<file path="src/source/csr_settings.svh">
/*
 * Machine CSR block settings. Widths, trap cause and CSR bit positions.
 */
`ifndef CSR_SETTINGS_SVH
`define CSR_SETTINGS_SVH

// Data path widths ------------
`define CSR_XLEN   64  // CSR and PC width.
`define CSR_IDX_W  3   // CSR index width.

// Machine timer interrupt cause. Interrupt flag plus code 7.
`define CSR_CAUSE_MTI 64'h8000_0000_0000_0007

// Bit positions ---------------
`define MSTATUS_MIE   3  // Global interrupt enable.
`define MSTATUS_MPIE  7  // Previous MIE.
`define MIE_MTIE      7  // Timer interrupt enable.
`define MIP_MTIP      7  // Timer interrupt pending.

`endif
</file>
<file path="src/source/csr_pkg.sv">
/*
 * Machine CSR package. Operation codes, CSR index map and trap FSM states.
 */
`include "csr_settings.svh"

package csr_pkg;

    // ------------------------------
    // CSR operations from the core.
    // ------------------------------
    typedef enum logic [1:0] {
        CSR_RW   = 2'd0,  // Write operand.
        CSR_RS   = 2'd1,  // Set operand bits.
        CSR_RC   = 2'd2,  // Clear operand bits.
        CSR_MRET = 2'd3   // Trap return.
    } csr_op_e;

    // ------------------------------
    // CSR index map.
    // ------------------------------
    typedef enum logic [`CSR_IDX_W-1:0] {
        IDX_MSTATUS  = 3'd0,
        IDX_MTIME    = 3'd1,  // Read-only.
        IDX_MIE      = 3'd2,
        IDX_MTVEC    = 3'd3,
        IDX_MCAUSE   = 3'd4,
        IDX_MEPC     = 3'd5,
        IDX_MIP      = 3'd6,  // Read-only.
        IDX_MTIMECMP = 3'd7   // Lives in the timer.
    } csr_idx_e;

    // Trap controller states. Hold is a settle cycle after a redirect.
    typedef enum logic [1:0] {
        ST_RUN      = 2'd0,
        ST_REDIRECT = 2'd1,
        ST_HOLD     = 2'd2
    } trap_state_e;

endpackage

</file>
<file path="src/source/csr_status_if.sv">
/*
 * Status and trap command bundle between the CSR file and trap controller.
 */
`timescale 1ns/1ps
`include "csr_settings.svh"

interface csr_status_if;

    // File to controller.
    logic                 mie_on;     // mstatus.MIE.
    logic                 mtie_on;    // mie.MTIE.
    logic                 mip_mtip;   // mip.MTIP.
    logic [`CSR_XLEN-1:0] mtvec_val;  // Trap target.
    logic [`CSR_XLEN-1:0] mepc_val;   // Return target.

    // Controller to file.
    logic                 trap_enter;   // Take the timer interrupt.
    logic [`CSR_XLEN-1:0] trap_pc;      // PC to save in mepc.
    logic                 trap_return;  // MRET accepted.

    modport file (
        output mie_on, mtie_on, mip_mtip, mtvec_val, mepc_val,
        input  trap_enter, trap_pc, trap_return
    );

    modport ctrl (
        input  mie_on, mtie_on, mip_mtip, mtvec_val, mepc_val,
        output trap_enter, trap_pc, trap_return
    );

endinterface

</file>
<file path="src/source/csr_subsystem.sv">
/*
 * Machine-mode CSR and timer interrupt subsystem. Top level.
 */
`timescale 1ns/1ps
`include "csr_settings.svh"

module csr_subsystem import csr_pkg::*; (
    input  logic                 clk,
    input  logic                 arst,
    // Core CSR request.
    input  logic                 i_op_valid,
    output logic                 o_op_ready,
    input  csr_op_e              i_op,
    input  csr_idx_e             i_csr_idx,
    input  logic [`CSR_XLEN-1:0] i_operand,
    output logic [`CSR_XLEN-1:0] o_rd_data,  // Old CSR value.
    // Retire and fetch redirect.
    input  logic                 i_insn_boundary,
    input  logic [`CSR_XLEN-1:0] i_pc,
    output logic                 o_redirect,
    output logic [`CSR_XLEN-1:0] o_redirect_pc
);

    // Internal wiring ---------------
    logic                 wr_en;
    csr_idx_e             wr_idx;
    logic [`CSR_XLEN-1:0] wr_data;
    logic                 cmp_we;
    logic [`CSR_XLEN-1:0] cmp_data;
    logic [`CSR_XLEN-1:0] mtime;
    logic [`CSR_XLEN-1:0] mtimecmp;
    logic                 timer_pending;
    logic                 mret;

    csr_status_if u_status ();

    csr_op_unit u_op (
        .i_valid    (i_op_valid),
        .i_ready    (o_op_ready),
        .i_op       (i_op),
        .i_operand  (i_operand),
        .i_old_data (o_rd_data),
        .i_idx      (i_csr_idx),
        .o_wr_en    (wr_en),
        .o_wr_idx   (wr_idx),
        .o_wr_data  (wr_data),
        .o_cmp_we   (cmp_we),
        .o_cmp_data (cmp_data),
        .o_mret     (mret)
    );

    csr_file u_file (
        .clk             (clk),
        .arst            (arst),
        .i_wr_en         (wr_en),
        .i_wr_idx        (wr_idx),
        .i_wr_data       (wr_data),
        .i_rd_idx        (i_csr_idx),
        .i_mtime         (mtime),
        .i_mtimecmp      (mtimecmp),
        .i_timer_pending (timer_pending),
        .o_rd_data       (o_rd_data),
        .status          (u_status.file)
    );

    machine_timer u_timer (
        .clk             (clk),
        .arst            (arst),
        .i_cmp_we        (cmp_we),
        .i_cmp_data      (cmp_data),
        .o_mtime         (mtime),
        .o_mtimecmp      (mtimecmp),
        .o_timer_pending (timer_pending)
    );

    trap_controller u_ctrl (
        .clk             (clk),
        .arst            (arst),
        .i_insn_boundary (i_insn_boundary),
        .i_pc            (i_pc),
        .i_mret          (mret),
        .status          (u_status.ctrl),
        .o_op_ready      (o_op_ready),
        .o_redirect      (o_redirect),
        .o_redirect_pc   (o_redirect_pc)
    );

endmodule

</file>
<file path="src/source/trap_controller.sv">
/*
 * Trap controller. Takes the timer interrupt at an instruction boundary,
 * handles MRET and drives the one-cycle fetch redirect.
 */
`timescale 1ns/1ps
`include "csr_settings.svh"

module trap_controller import csr_pkg::*; (
    input  logic                 clk,
    input  logic                 arst,
    input  logic                 i_insn_boundary,
    input  logic [`CSR_XLEN-1:0] i_pc,
    input  logic                 i_mret,
    csr_status_if.ctrl           status,
    output logic                 o_op_ready,
    output logic                 o_redirect,
    output logic [`CSR_XLEN-1:0] o_redirect_pc
);

    trap_state_e          state;
    trap_state_e          state_nxt;
    logic                 take_irq;      // Interrupt taken this cycle.
    logic [`CSR_XLEN-1:0] redirect_pc_q; // Latched target.

    // ------------------------------
    // Interrupt decision.
    // ------------------------------
    assign take_irq = (state == ST_RUN) && i_insn_boundary &&
                      status.mie_on && status.mtie_on && status.mip_mtip;

    assign status.trap_enter  = take_irq;
    assign status.trap_pc     = i_pc;    // Saved as mepc.
    assign status.trap_return = i_mret;  // Only accepted in ST_RUN.

    // ------------------------------
    // State machine.
    // ------------------------------
    always_comb begin
        state_nxt = state;
        case (state)
            ST_RUN: begin
                if (take_irq || i_mret) begin
                    state_nxt = ST_REDIRECT;
                end
            end
            ST_REDIRECT: state_nxt = ST_HOLD;  // Let MIE settle.
            ST_HOLD:     state_nxt = ST_RUN;
            default:     state_nxt = ST_RUN;
        endcase
    end

    always_ff @(posedge clk or posedge arst) begin
        if (arst) begin
            state <= ST_RUN;
        end else begin
            state <= state_nxt;
        end
    end

    // Redirect target. mtvec on entry, mepc on MRET.
    always_ff @(posedge clk or posedge arst) begin
        if (arst) begin
            redirect_pc_q <= '0;
        end else if (take_irq) begin
            redirect_pc_q <= status.mtvec_val;
        end else if (i_mret) begin
            redirect_pc_q <= status.mepc_val;
        end
    end

    // Outputs -----------------------
    assign o_op_ready    = (state == ST_RUN) && !take_irq;  // Stall through trap.
    assign o_redirect    = (state == ST_REDIRECT);
    assign o_redirect_pc = redirect_pc_q;

    // Redirect is a single-cycle pulse.
    assert property (@(posedge clk) disable iff (arst)
        o_redirect |=> !o_redirect);

endmodule

</file>
<file path="src/source/machine_timer.sv">
/*
 * Machine timer. Free-running mtime, writable mtimecmp, registered pending.
 */
`timescale 1ns/1ps
`include "csr_settings.svh"

module machine_timer (
    input  logic                 clk,
    input  logic                 arst,
    input  logic                 i_cmp_we,
    input  logic [`CSR_XLEN-1:0] i_cmp_data,
    output logic [`CSR_XLEN-1:0] o_mtime,
    output logic [`CSR_XLEN-1:0] o_mtimecmp,
    output logic                 o_timer_pending
);

    logic [`CSR_XLEN-1:0] mtime_q;
    logic [`CSR_XLEN-1:0] mtimecmp_q;
    logic                 pending_q;

    // ------------------------------
    // Counter, compare and pending.
    // ------------------------------
    always_ff @(posedge clk or posedge arst) begin
        if (arst) begin
            mtime_q    <= '0;
            mtimecmp_q <= '1;  // Far future. No interrupt out of reset.
            pending_q  <= 1'b0;
        end else begin
            mtime_q <= mtime_q + 1'b1;  // Ticks every cycle.
            if (i_cmp_we) begin
                mtimecmp_q <= i_cmp_data;
            end
            // Registered compare. Adds one cycle of latency.
            pending_q <= (mtime_q >= mtimecmp_q);
        end
    end

    assign o_mtime         = mtime_q;
    assign o_mtimecmp      = mtimecmp_q;
    assign o_timer_pending = pending_q;

    // mtime only goes backwards on wrap.
    assert property (@(posedge clk) disable iff (arst)
        (o_mtime != '1) |=> (o_mtime >= $past(o_mtime)));

endmodule

</file>
<file path="src/source/csr_op_unit.sv">
/*
 * CSR operation unit. Forms the read-modify-write value and steers it
 * to the CSR file or to the timer compare register.
 */
`timescale 1ns/1ps
`include "csr_settings.svh"

module csr_op_unit import csr_pkg::*; (
    input  logic                 i_valid,
    input  logic                 i_ready,
    input  csr_op_e              i_op,
    input  logic [`CSR_XLEN-1:0] i_operand,
    input  logic [`CSR_XLEN-1:0] i_old_data,
    input  csr_idx_e             i_idx,
    output logic                 o_wr_en,
    output csr_idx_e             o_wr_idx,
    output logic [`CSR_XLEN-1:0] o_wr_data,
    output logic                 o_cmp_we,
    output logic [`CSR_XLEN-1:0] o_cmp_data,
    output logic                 o_mret
);

    logic                 accept;   // Handshake this cycle.
    logic                 do_write; // Op modifies the CSR.
    logic [`CSR_XLEN-1:0] new_val;

    assign accept = i_valid && i_ready;

    // New value by op.
    always_comb begin
        case (i_op)
            CSR_RS:  new_val = i_old_data | i_operand;
            CSR_RC:  new_val = i_old_data & ~i_operand;
            default: new_val = i_operand;  // RW. Unused for MRET.
        endcase
    end

    // Set/clear with zero operand is a pure read.
    assign do_write = accept && (i_op != CSR_MRET) &&
                      ((i_op == CSR_RW) || (i_operand != '0));

    // Steering ------------------------
    assign o_wr_en    = do_write && (i_idx != IDX_MTIMECMP);
    assign o_wr_idx   = i_idx;
    assign o_wr_data  = new_val;
    assign o_cmp_we   = do_write && (i_idx == IDX_MTIMECMP);  // Timer owns it.
    assign o_cmp_data = new_val;
    assign o_mret     = accept && (i_op == CSR_MRET);

endmodule

</file>
<file path="src/source/csr_file.sv">
/*
 * Machine CSR file. One write port, combinational read, MTIP tracking,
 * and the mstatus/mepc/mcause updates of trap entry and MRET.
 */
`timescale 1ns/1ps
`include "csr_settings.svh"

module csr_file import csr_pkg::*; (
    input  logic                 clk,
    input  logic                 arst,
    input  logic                 i_wr_en,
    input  csr_idx_e             i_wr_idx,
    input  logic [`CSR_XLEN-1:0] i_wr_data,
    input  csr_idx_e             i_rd_idx,
    input  logic [`CSR_XLEN-1:0] i_mtime,
    input  logic [`CSR_XLEN-1:0] i_mtimecmp,
    input  logic                 i_timer_pending,
    output logic [`CSR_XLEN-1:0] o_rd_data,
    csr_status_if.file           status
);

    logic [`CSR_XLEN-1:0] mstatus;
    logic [`CSR_XLEN-1:0] mie;
    logic [`CSR_XLEN-1:0] mtvec;
    logic [`CSR_XLEN-1:0] mcause;
    logic [`CSR_XLEN-1:0] mepc;
    logic                 mtip_q;    // Only live mip bit.
    logic [`CSR_XLEN-1:0] mip_word;  // mip as read.

    // ------------------------------
    // Register updates.
    // ------------------------------
    always_ff @(posedge clk or posedge arst) begin
        if (arst) begin
            mstatus <= '0;
            mie     <= '0;
            mtvec   <= '0;
            mcause  <= '0;
            mepc    <= '0;
            mtip_q  <= 1'b0;
        end else begin
            mtip_q <= i_timer_pending;  // MTIP mirrors timer.
            if (i_wr_en) begin
                case (i_wr_idx)
                    IDX_MSTATUS: mstatus <= i_wr_data;
                    IDX_MIE:     mie     <= i_wr_data;
                    IDX_MTVEC:   mtvec   <= i_wr_data;
                    IDX_MCAUSE:  mcause  <= i_wr_data;
                    IDX_MEPC:    mepc    <= i_wr_data;
                    default: ;  // mtime and mip are read-only.
                endcase
            end
            // Trap updates come last so they override a software write.
            if (status.trap_enter) begin
                mepc                   <= status.trap_pc;
                mcause                 <= `CSR_CAUSE_MTI;
                mstatus[`MSTATUS_MPIE] <= mstatus[`MSTATUS_MIE];  // Stack MIE.
                mstatus[`MSTATUS_MIE]  <= 1'b0;                   // Mask further traps.
            end else if (status.trap_return) begin
                mstatus[`MSTATUS_MIE]  <= mstatus[`MSTATUS_MPIE];  // Unstack.
                mstatus[`MSTATUS_MPIE] <= 1'b1;
            end
        end
    end

    // ------------------------------
    // Read side.
    // ------------------------------
    always_comb begin
        mip_word            = '0;
        mip_word[`MIP_MTIP] = mtip_q;
    end

    always_comb begin
        case (i_rd_idx)
            IDX_MSTATUS:  o_rd_data = mstatus;
            IDX_MTIME:    o_rd_data = i_mtime;
            IDX_MIE:      o_rd_data = mie;
            IDX_MTVEC:    o_rd_data = mtvec;
            IDX_MCAUSE:   o_rd_data = mcause;
            IDX_MEPC:     o_rd_data = mepc;
            IDX_MIP:      o_rd_data = mip_word;
            IDX_MTIMECMP: o_rd_data = i_mtimecmp;
            default:      o_rd_data = '0;
        endcase
    end

    // Status toward the trap controller.
    assign status.mie_on    = mstatus[`MSTATUS_MIE];
    assign status.mtie_on   = mie[`MIE_MTIE];
    assign status.mip_mtip  = mtip_q;
    assign status.mtvec_val = mtvec;
    assign status.mepc_val  = mepc;

    // Controller must never enter and return in one cycle.
    assert property (@(posedge clk) disable iff (arst)
        !(status.trap_enter && status.trap_return));

endmodule

</file>
<file path="config.mk">
export PLATFORM = sky130hd
export DESIGN_NAME = csr_subsystem
export DESIGN_NICKNAME = d
export VERILOG_FILES = /design/src/source/csr_pkg.sv /design/src/source/csr_status_if.sv /design/src/source/csr_subsystem.sv /design/src/source/trap_controller.sv /design/src/source/machine_timer.sv /design/src/source/csr_op_unit.sv /design/src/source/csr_file.sv
export VERILOG_INCLUDE_DIRS = /design/src /design/src/source
export SDC_FILE = /design/constraint.sdc
export NUM_CORES = 1
export LEC_CHECK = 0
export BUFFER_PORTS_ARGS = -buffer_cell sky130_fd_sc_hd__buf_2
export CAP_MARGIN = 20
export CORE_MARGIN = 10
export CORE_UTILIZATION = 55
export DETAILED_ROUTE_END_ITERATION = 7
export GPL_TIMING_DRIVEN = 1
export MAX_ROUTING_LAYER = met4
export PLACE_DENSITY = 0.78
export SLEW_MARGIN = 20
export SYNTH_ARGS = -nofsm -noshare
export SYNTH_HDL_FRONTEND = slang
export SYNTH_SLANG_ARGS = --single-unit
</file>
<file path="constraint.sdc">
create_clock -name clk -period 25 [get_ports clk]
set_clock_uncertainty 0.15 [all_clocks]
set_input_delay 7.5 -clock clk [delete_from_list [all_inputs] [get_ports clk]]
set_output_delay 7.5 -clock clk [all_outputs]
set_load 0.03 [all_outputs]
</file>
# --- Word level (Yosys, flattened, before mapping) ---
# Cells that the tools add are included.
word_totals:
  word_cells: 79
  register_bits: 516
  inputBits: 137
  out_inout_bits: 130
classes:
  n_eq_ne: 14
  magnitude_cmp: 1
  muxes: 18
  n_reduce_logical: 30
  add_sub_neg: 1
  bitwise: 3
op_table:
  columns: ["op", "count"]
  rows:
  - ["$mux 64", 8]
  - ["$pmux 64 s8", 1]
  - ["$pmux 64 s2", 1]
  - ["$add 64x1->64 const B", 1]
  - ["$and 64x64->64", 1]
  - ["$ge 64x64->1", 1]
  - ["$not 64->64", 1]
  - ["$or 64x64->64", 1]
  - ["$reduce_bool 64->1", 1]
  - ["$mux 8", 2]
  - ["$eq 3x3->1 const B", 4]
  - ["$reduce_and 2->1", 6]
  - ["$logic_and 1x1->1", 11]
  - ["$reduce_bool 2->1", 4]
  - ["$eq 3x2->1 const B", 2]
  - ["$reduce_bool 3->1", 2]
  - ["$eq 2x1->1 const B", 2]
  - ["$eq 2x2->1 const B", 2]
  - ["$logic_not 2->1", 2]
  - ["$mux 1", 4]
  - ["$ne 2x2->1 const B", 2]
  - ["$pmux 2 s2", 1]
  - ["$eq 3x1->1 const B", 1]
  - ["$logic_not 3->1", 1]
  - ["4 further kinds", 5]

# --- Longest topological paths before layout ---
# Gate-level depths: netlist of the first run.
depth:
  depth_word: 14
  depth_mapped: 11
  depth_no_buf: 9

# --- Hierarchy ---
# Synthesis of the first run repeated with hierarchy kept, for this count alone.
unflattened:
  hier_cells: 2628
  area_unflattened_um2: 29087.9
modules_own_cells:
  columns: ["mod", "area_per_inst_um2", "instances", "seq_area_each_um2", "cells_per_inst"]
  rows:
  - ["csr_file", 16494.6, 1, 8032.7, 1345]
  - ["machine_timer", 6766.5, 1, 3308.2, 682]
  - ["trap_controller", 3920.0, 1, 1651.6, 282]
  - ["csr_op_unit", 1906.8, 1, 0.0, 319]

# --- Least setup slack after synthesis of the first run ---
# OpenSTA, ideal clock, no wires.
synth_timing:
  path_type: "input port to output port"
  startpoint: "input port i_csr_idx[1]"
  endpoint: "output port o_rd_data[9]"
  path_stages: 8
  t_required_ns: 17.350
  path_buffers: 4
  path_slack_ns: 8.020
  arrival_time_ns: 9.330
  cell_sequence: "clkbuf_1 > clkbuf_1 > clkbuf_1 > buf_1 > mux2i_1 > o32ai_1 > a21oi_1 > nor2_1"
synth_between:
  elab_chain_len: 2
  word_cells_on_any_way: 9
  cone_classes: "eq/ne (7); mux (1); reduce/logical (1)"
synth_lines:
  columns: ["item", "line", "text"]
  rows:
  - ["from (decl)", "csr_subsystem.sv:14", "input csr_idx_e i_csr_idx,"]
  - ["$eq 3x3->1 (tied with other cells)", "csr_file.sv:75", "case (i_rd_idx)"]
  - ["$pmux 64 s8 (*)", "csr_file.sv:75", null]
  - ["to (decl)", "csr_subsystem.sv:16", "output logic [`CSR_XLEN-1:0] o_rd_data,"]
# Every way passes the cells marked *; elsewhere a longest branch is shown, timed or not.

# --- Worst setup path in the final report of the first run ---
layout_timing:
  startpoint: "input port i_csr_idx[1]"
  endpoint: "output port o_rd_data[22]"
# Same word-level chain as after synthesis.

==> impl_results.md, run 1 <==
* RSZ-0062 raised after global routing: false
* IO Pins at 267
* Min Tclk post-route at 18440 ps
* Power Density at 86.7 nW/µm²
* Seq/Total Area, Yosys at 0.469
* Slowest CP cell: nor2_2
* IO buf count at around 270
* Synth Cell Area at roughly 28000 µm²
* Setup TNS Final at 0 ps
* FF/Latch Area at 13000 µm²
* Longest Clk Path Bufs at 3
* Filler Cells Inserted at approximately 4100
* First DRT Iteration DRCs at about 3000
* Gpl congestion at 0.946
* Row Count at 82
* Period Utilization, post-route at 0.738
* Gate Count Post-Synth at slightly below 3000
* Area occupied by multi-input gates at 13600 µm²
* Largest net degree at the start of global routing at 238
* Layout area overhead at 13.0%
* Worst flop-to-flop path startpoint: u_file.status.mip_mtip
* Total GRT Usage at 0.315
* Core Area at 50000 µm²
* Syn_area_per_cell at approximately 9.5 µm²
* Synth warn at 0
* Pwr Total at about 0.0027 W
* Commonest non-fill, non-tap cell in the layout: dfrtp_1
* Pre-CTS setup slack at 6710 ps
* Worst slew pin tran at 1120 ps
* Buffers & Inverters on Critical Path at 3
* Worst hold stages at 0
* PnR worst setup slack at 6560 ps
* Synth unique cells at 59
* CP Capture Type: primary output
* DRT antenna net count at 0
* Max-slew headroom at 0.252
* Initial antenna violation count at 7
* Critical Path RT at 17350 ps
* Startpoint Class: primary input
* Final HPWL DP at 60.4 mm
* Met2 WL at between 40 and 50 mm
* Top cells by area, synth: dfrtp_1 41%, mux2_2 6.5%, mux2i_1 6.2%, o21ai_0 6.2%, dfstp_2 6.1%
* # DRC at 0
* Vias in the first global route at 24500
* Root buf cell: clkbuf_16
* Synth top area share at 0.408
* Vias per Instance at 6.34
* Max frequency at 0.0542 GHz
* Hold Path Sink: u_file.status.mip_mtip
* Met3 WL at roughly 9.3 mm
* Seq cells post-synth at about 520
* H-tree depth at 2
* CTS tree: built
* Delay-heaviest family, CP: simple AND/OR/NAND/NOR gates
* Post-CTS Setup Inserts at 0
* Most used cell along the critical path: buf_4
* Reg2reg end: u_file.status.mepc_val[47]
* First-pass GRT wire length at between 100 and 150 mm
* Wl on met1 at 37.9 mm
* Post-synth EDFFs at 0
* Cell area after layout at 31300 µm²
* Hold Crit Class: flop to flop
* Critical Setup Path Class: primary input to primary output
* Crit-path cells: buf_4, nand2_1, buf_4, nor2_2, a22oi_1, nor2_1, buf_2
* Reg clk slew, reported paths at 60 ps
* Fraction of layout cells with a size suffix above 1 at 0.213
* Status: finished, final reports clean
* Final Hold Fails at 0
* Slowest Stage Delay on Critical Path at 800 ps
* Routed WL at 94.3 mm
* Post-cts hold buffer count at 0
* R2r setup slk at between 20000 and 25000 ps
* DR WL/cell at 24.7 µm
* Placed inst area at a little under 30000 µm²
* Starting Density at 0.555
* CP max FO at 61
* CP arrival at 10790 ps
* DR top layer: met4
* Worst-Skew Late Latency at 620 ps
* DIE AREA at 59800 µm²
* Pleak at 14.5 nW
* FFs w/ async S/R, synth at 1.00
* CTS Buf Count at 56
* Pins Over Slew Limit at 0
* Nets@finish at 3294
* Die height at 244 µm
* Post-synth net total at approximately 3100
* Max-Cap Viols at 0
* First-pass DRT Iterations at 6
* Endpoints failing setup at 0
* Dominant synthesized flop cell: dfrtp_1
* Hold path startpoint: u_timer.o_timer_pending
* Cell taking the most area after synthesis: dfrtp_1
* Post-CTS Resized at 0
* Worst R2R Path Depth at 8
* Commonest cells after routing, fill and taps aside: 452 x dfrtp_1, 445 x nand2_1, 342 x o21ai_0
* Grt ovf at 0
* Worst vdd ir at 0.0492 mV
* Overall die width at 244 µm
* Vias at about 24000
* Num Clock Sinks at between 500 and 600
==> sequential cells by signal (all words and copies together), names as in the netlist <==
name	cells
u_ctrl.o_redirect_pc	64
u_ctrl.state	2
u_file.mcause	64
u_file.mie	64
u_file.mstatus	64
u_file.status.mepc_val	64
u_file.status.mip_mtip	1
u_file.status.mtvec_val	64
u_timer.o_mtime	64
u_timer.o_mtimecmp	64
u_timer.o_timer_pending	1
==> layer usage <==
layer / up-vias / track usage
li1: 10600 / -
met4: 0 / 0.134
met1: 12000 / 0.400
met3: 244 / 0.0689
met5: - / -
met2: 1361 / 0.481
==> power breakdown <==
part | internal, W | switching (W) | leakage [nW]
registers | 0.00105 | 0.000148 | 6.50
clock network | 0.000498 | 0.000355 | 0.914
logic | 0.000251 | 0.000413 | 7.12
total | 0.00180 | 0.000916 | 14.5
==> synth_stat cells (7+ instances only) <==
| cell | number |
|---|---|
| dfrtp_1 | 452 |
| nand2_1 | 448 |
| o21ai_0 | 342 |
| nor2_1 | 192 |
| mux2i_1 | 171 |
| mux2_2 | 160 |
| clkbuf_1 | 138 |
| a21oi_1 | 120 |
| inv_1 | 107 |
| nor2b_1 | 99 |
| ha_1 | 69 |
| nand3_1 | 69 |
| dfstp_2 | 64 |
| xnor2_1 | 46 |
| buf_2 | 41 |
| o22ai_1 | 38 |
| o31ai_1 | 35 |
| a221oi_1 | 32 |
| nand4_1 | 28 |
| nand2b_1 | 27 |
| a211oi_1 | 21 |
| and3_1 | 21 |
| o221a_2 | 19 |
| buf_1 | 17 |
| mux2_4 | 17 |
| nor3b_1 | 16 |
| xor2_1 | 16 |
| nor4_1 | 15 |
| o21ai_1 | 15 |
| o21a_1 | 10 |
| o221ai_1 | 9 |
| and4_1 | 8 |
| o211ai_1 | 8 |
| a21o_1 | 7 |
| nor3_1 | 7 |
==> per-stage QoR <==
stage               utilization  std cells  hold slack [ps]
global placement          0.589       3702              260
CTS                       0.626       3807              245
floorplan                     -       2931              181
finish                    0.627       3814              259
detailed placement        0.589       3702              224
global route              0.627       3814              256
==> final cells by class <==
| type | count | area share |
|---|---|---|
| Clock buffer | 88 | 0.0531 |
| Clock inverter | 17 | 0.00651 |
| Multi-Input combinational cell | 2108 | 0.434 |
| Antenna cell | 7 | 0.000559 |
| Inverter | 108 | 0.0132 |
| Tap cell | 672 | 0.0269 |
| Timing Repair Buffer | 298 | 0.0511 |
| Sequential cell | 516 | 0.415 |
==> logic make-up after synthesis <==
group           Yosys count  synth area share
flops                   516             0.469
buf+inv                 307            0.0442
compound gates          685             0.147
simple gates            944             0.154
xor+xnor                 62            0.0196
fa+ha+maj                69            0.0311
mux                     348             0.136
==> worst max path at each step <==
stage / start / depth (start not counted) / to / slack, ps
after CTS: i_csr_idx[1] / 7 / o_rd_data[12] / 6690
final: i_csr_idx[1] / 7 / o_rd_data[22] / 6560
after floorplan: arst / 1 / u_ctrl.o_redirect_pc[0] / 3040
after detailed placement: i_csr_idx[1] / 7 / o_rd_data[12] / 6710
after global placement: i_csr_idx[1] / 7 / o_rd_data[12] / 6740
after global routing: i_csr_idx[1] / 7 / o_rd_data[34] / 6520
(Power assumes the default switching activity.)
==> inputs of run 2 (changes only) <==
==> constraint.sdc (replaced) <==
create_clock -name clk -period 17.8 [get_ports clk]
set_clock_uncertainty 0.15 [all_clocks]
set_input_delay 5.34 -clock clk [delete_from_list [all_inputs] [get_ports clk]]
set_output_delay 5.34 -clock clk [all_outputs]
set_load 0.03 [all_outputs]
==> run 2 against run 1 <==
Clock power grew 48%. Largest cell class unchanged. Global-route usage shrank 0.33 points. Die area is the same. Combinational power grew 40%. Final area grew 0.42%. Final cell count grew 0.10%.
==> impl_results.md, run 2 (synthesized netlist as in run 1, its figures left out) <==
* Status: finished, final reports clean
* DR WL/cell at ~24 µm
* Pleak at 14.6 nW
* Final HPWL DP at 60.1 mm
* Worst hold stages at 0
* Commonest non-fill, non-tap cell in the layout: dfrtp_1
* Total GRT Usage at 0.312
* Critical Setup Path Class: primary input to primary output
* # DRC at 0
* Period Utilization, post-route at 0.772
* Core Area at around 50000 µm²
* Crit path from: i_csr_idx[1]
* Initial antenna violation count at 9
* Gpl congestion at 0.924
* CTS Buf Count at 55
* Final core occ at 0.629
* Worst-Skew Late Latency at 620 ps
* Commonest cells after routing, fill and taps aside: 452 x dfrtp_1, 445 x nand2_1, 342 x o21ai_0
* Pre-CTS setup slack at 4230 ps
* CP max FO at 30
* First-pass GRT wire length at 143 mm
* Final Hold Fails at 0
* H-tree depth at 2
* Fraction of layout cells with a size suffix above 1 at 0.217
* Row Count at 82
* Startpoint Class: primary input
* Largest net degree at the start of global routing at 228
* Filler Cells Inserted at about 4000
* Post-cts hold buffer count at 0
* Reg clk slew, reported paths at 60 ps
* First DRT Iteration DRCs at 2908
* Max-slew headroom at 0.247
* Post-CTS Resized at 0
* RSZ-0062 raised after global routing: false
* Post-CTS Setup Inserts at 0
* Pins Over Slew Limit at 0
* DIE AREA at ~60000 µm²
* Worst flop-to-flop path startpoint: u_file.status.mip_mtip
* Critical Path RT at roughly 12000 ps
* Met2 WL at 42.0 mm
* Worst slew pin tran at ~1100 ps
* DRT antenna net count at 0
* CTS tree: built
* Hold path startpoint: u_timer.o_timer_pending
* Min Tclk post-route at 13740 ps
* First-pass DRT Iterations at 5
* Vias at 24100
* Endpoints failing setup at 0
* Max frequency at 0.0728 GHz
* Setup TNS Final at 0 ps
* Nets@finish at 3297
* Grt ovf at 0
* CP arrival at 8250 ps
* Hold Crit Class: flop to flop
* Layout area overhead at 13.5%
* Root buf cell: clkbuf_16
* Overall die width at 244 µm
* Starting Density at 0.555
* IO Pins at approximately 270
* Worst R2R Path Depth at 9
* Routed WL at between 90 and 100 mm
* Met3 WL at 9.00 mm
* Power Density at about 120 nW/µm²
* Worst hold margin at between 200 and 300 ps
* CP Capture Type: primary output
* Wl on met1 at around 37 mm
* Die height at between 200 and 250 µm
* PnR worst setup slack at 4060 ps
* Worst vdd ir at around 0.10 mV
* IO buf count at about 270
* Vias in the first global route at 24200
* Num Clock Sinks at 516
* Vias per Instance at 6.31
* Longest Clk Path Bufs at 3
* Max-Cap Viols at 0
* DR top layer: met4
-- run 2: power breakdown --
group	internal (W)	switching (W)
registers	0.00147	0.000209
logic	0.000352	0.000579
clock network	0.000752	0.000508
-- run 2: routing by layer --
| metal | vias to the layer above | global-route usage |
|---|---|---|
| met5 | - | - |
| li1 | 10600 | - |
| met4 | 0 | 0.147 |
| met3 | 249 | 0.0673 |
| met1 | 11900 | 0.394 |
| met2 | 1333 | 0.473 |
-- run 2: worst paths after layout --
kind / end / slack [ps]
setup / recovery: o_rd_data[12] / 4060
min in group asynchronous: u_file.mstatus[29] / 4710
hold / removal: u_file.status.mip_mtip / 290
setup reg to reg: u_file.status.mepc_val[47] / 13830
hold reg to reg: u_file.status.mip_mtip / 290
max in group asynchronous: u_file.status.mtvec_val[50] / 10590
-- run 2: area by class of cell --
| type | instances | area, µm² | area share |
|---|---|---|---|
| multi-input cells | 2108 | 13600 | 0.432 |
| diodes | 9 | 22.5 | 0.000716 |
| inverters | 108 | 409 | 0.0130 |
| flip-flops and latches | 516 | 13000 | 0.413 |
| clock buffers | 72 | 1530 | 0.0487 |
| clock inverters | 31 | 439 | 0.0140 |
| repair buffers | 302 | 1630 | 0.0517 |
| well taps | 672 | 841 | 0.0267 |
-- run 2: critical path, cell delays in order --
cell and delay [ps]:
buf_4 380, nand2_1 540, buf_4 430, nor2_2 770, a22oi_1 370, nor2_1 180
buf_2 210
-- run 2: metrics by stage --
stage | cell area [µm²] | cells | power [W]
floorplan | 27700 | 2931 | 0.00228
global placement | 29400 | 3706 | 0.00256
detailed placement | 29400 | 3706 | 0.00261
CTS | 31400 | 3809 | 0.00386
global route | 31400 | 3817 | 0.00404
finish | 31400 | 3818 | 0.00387
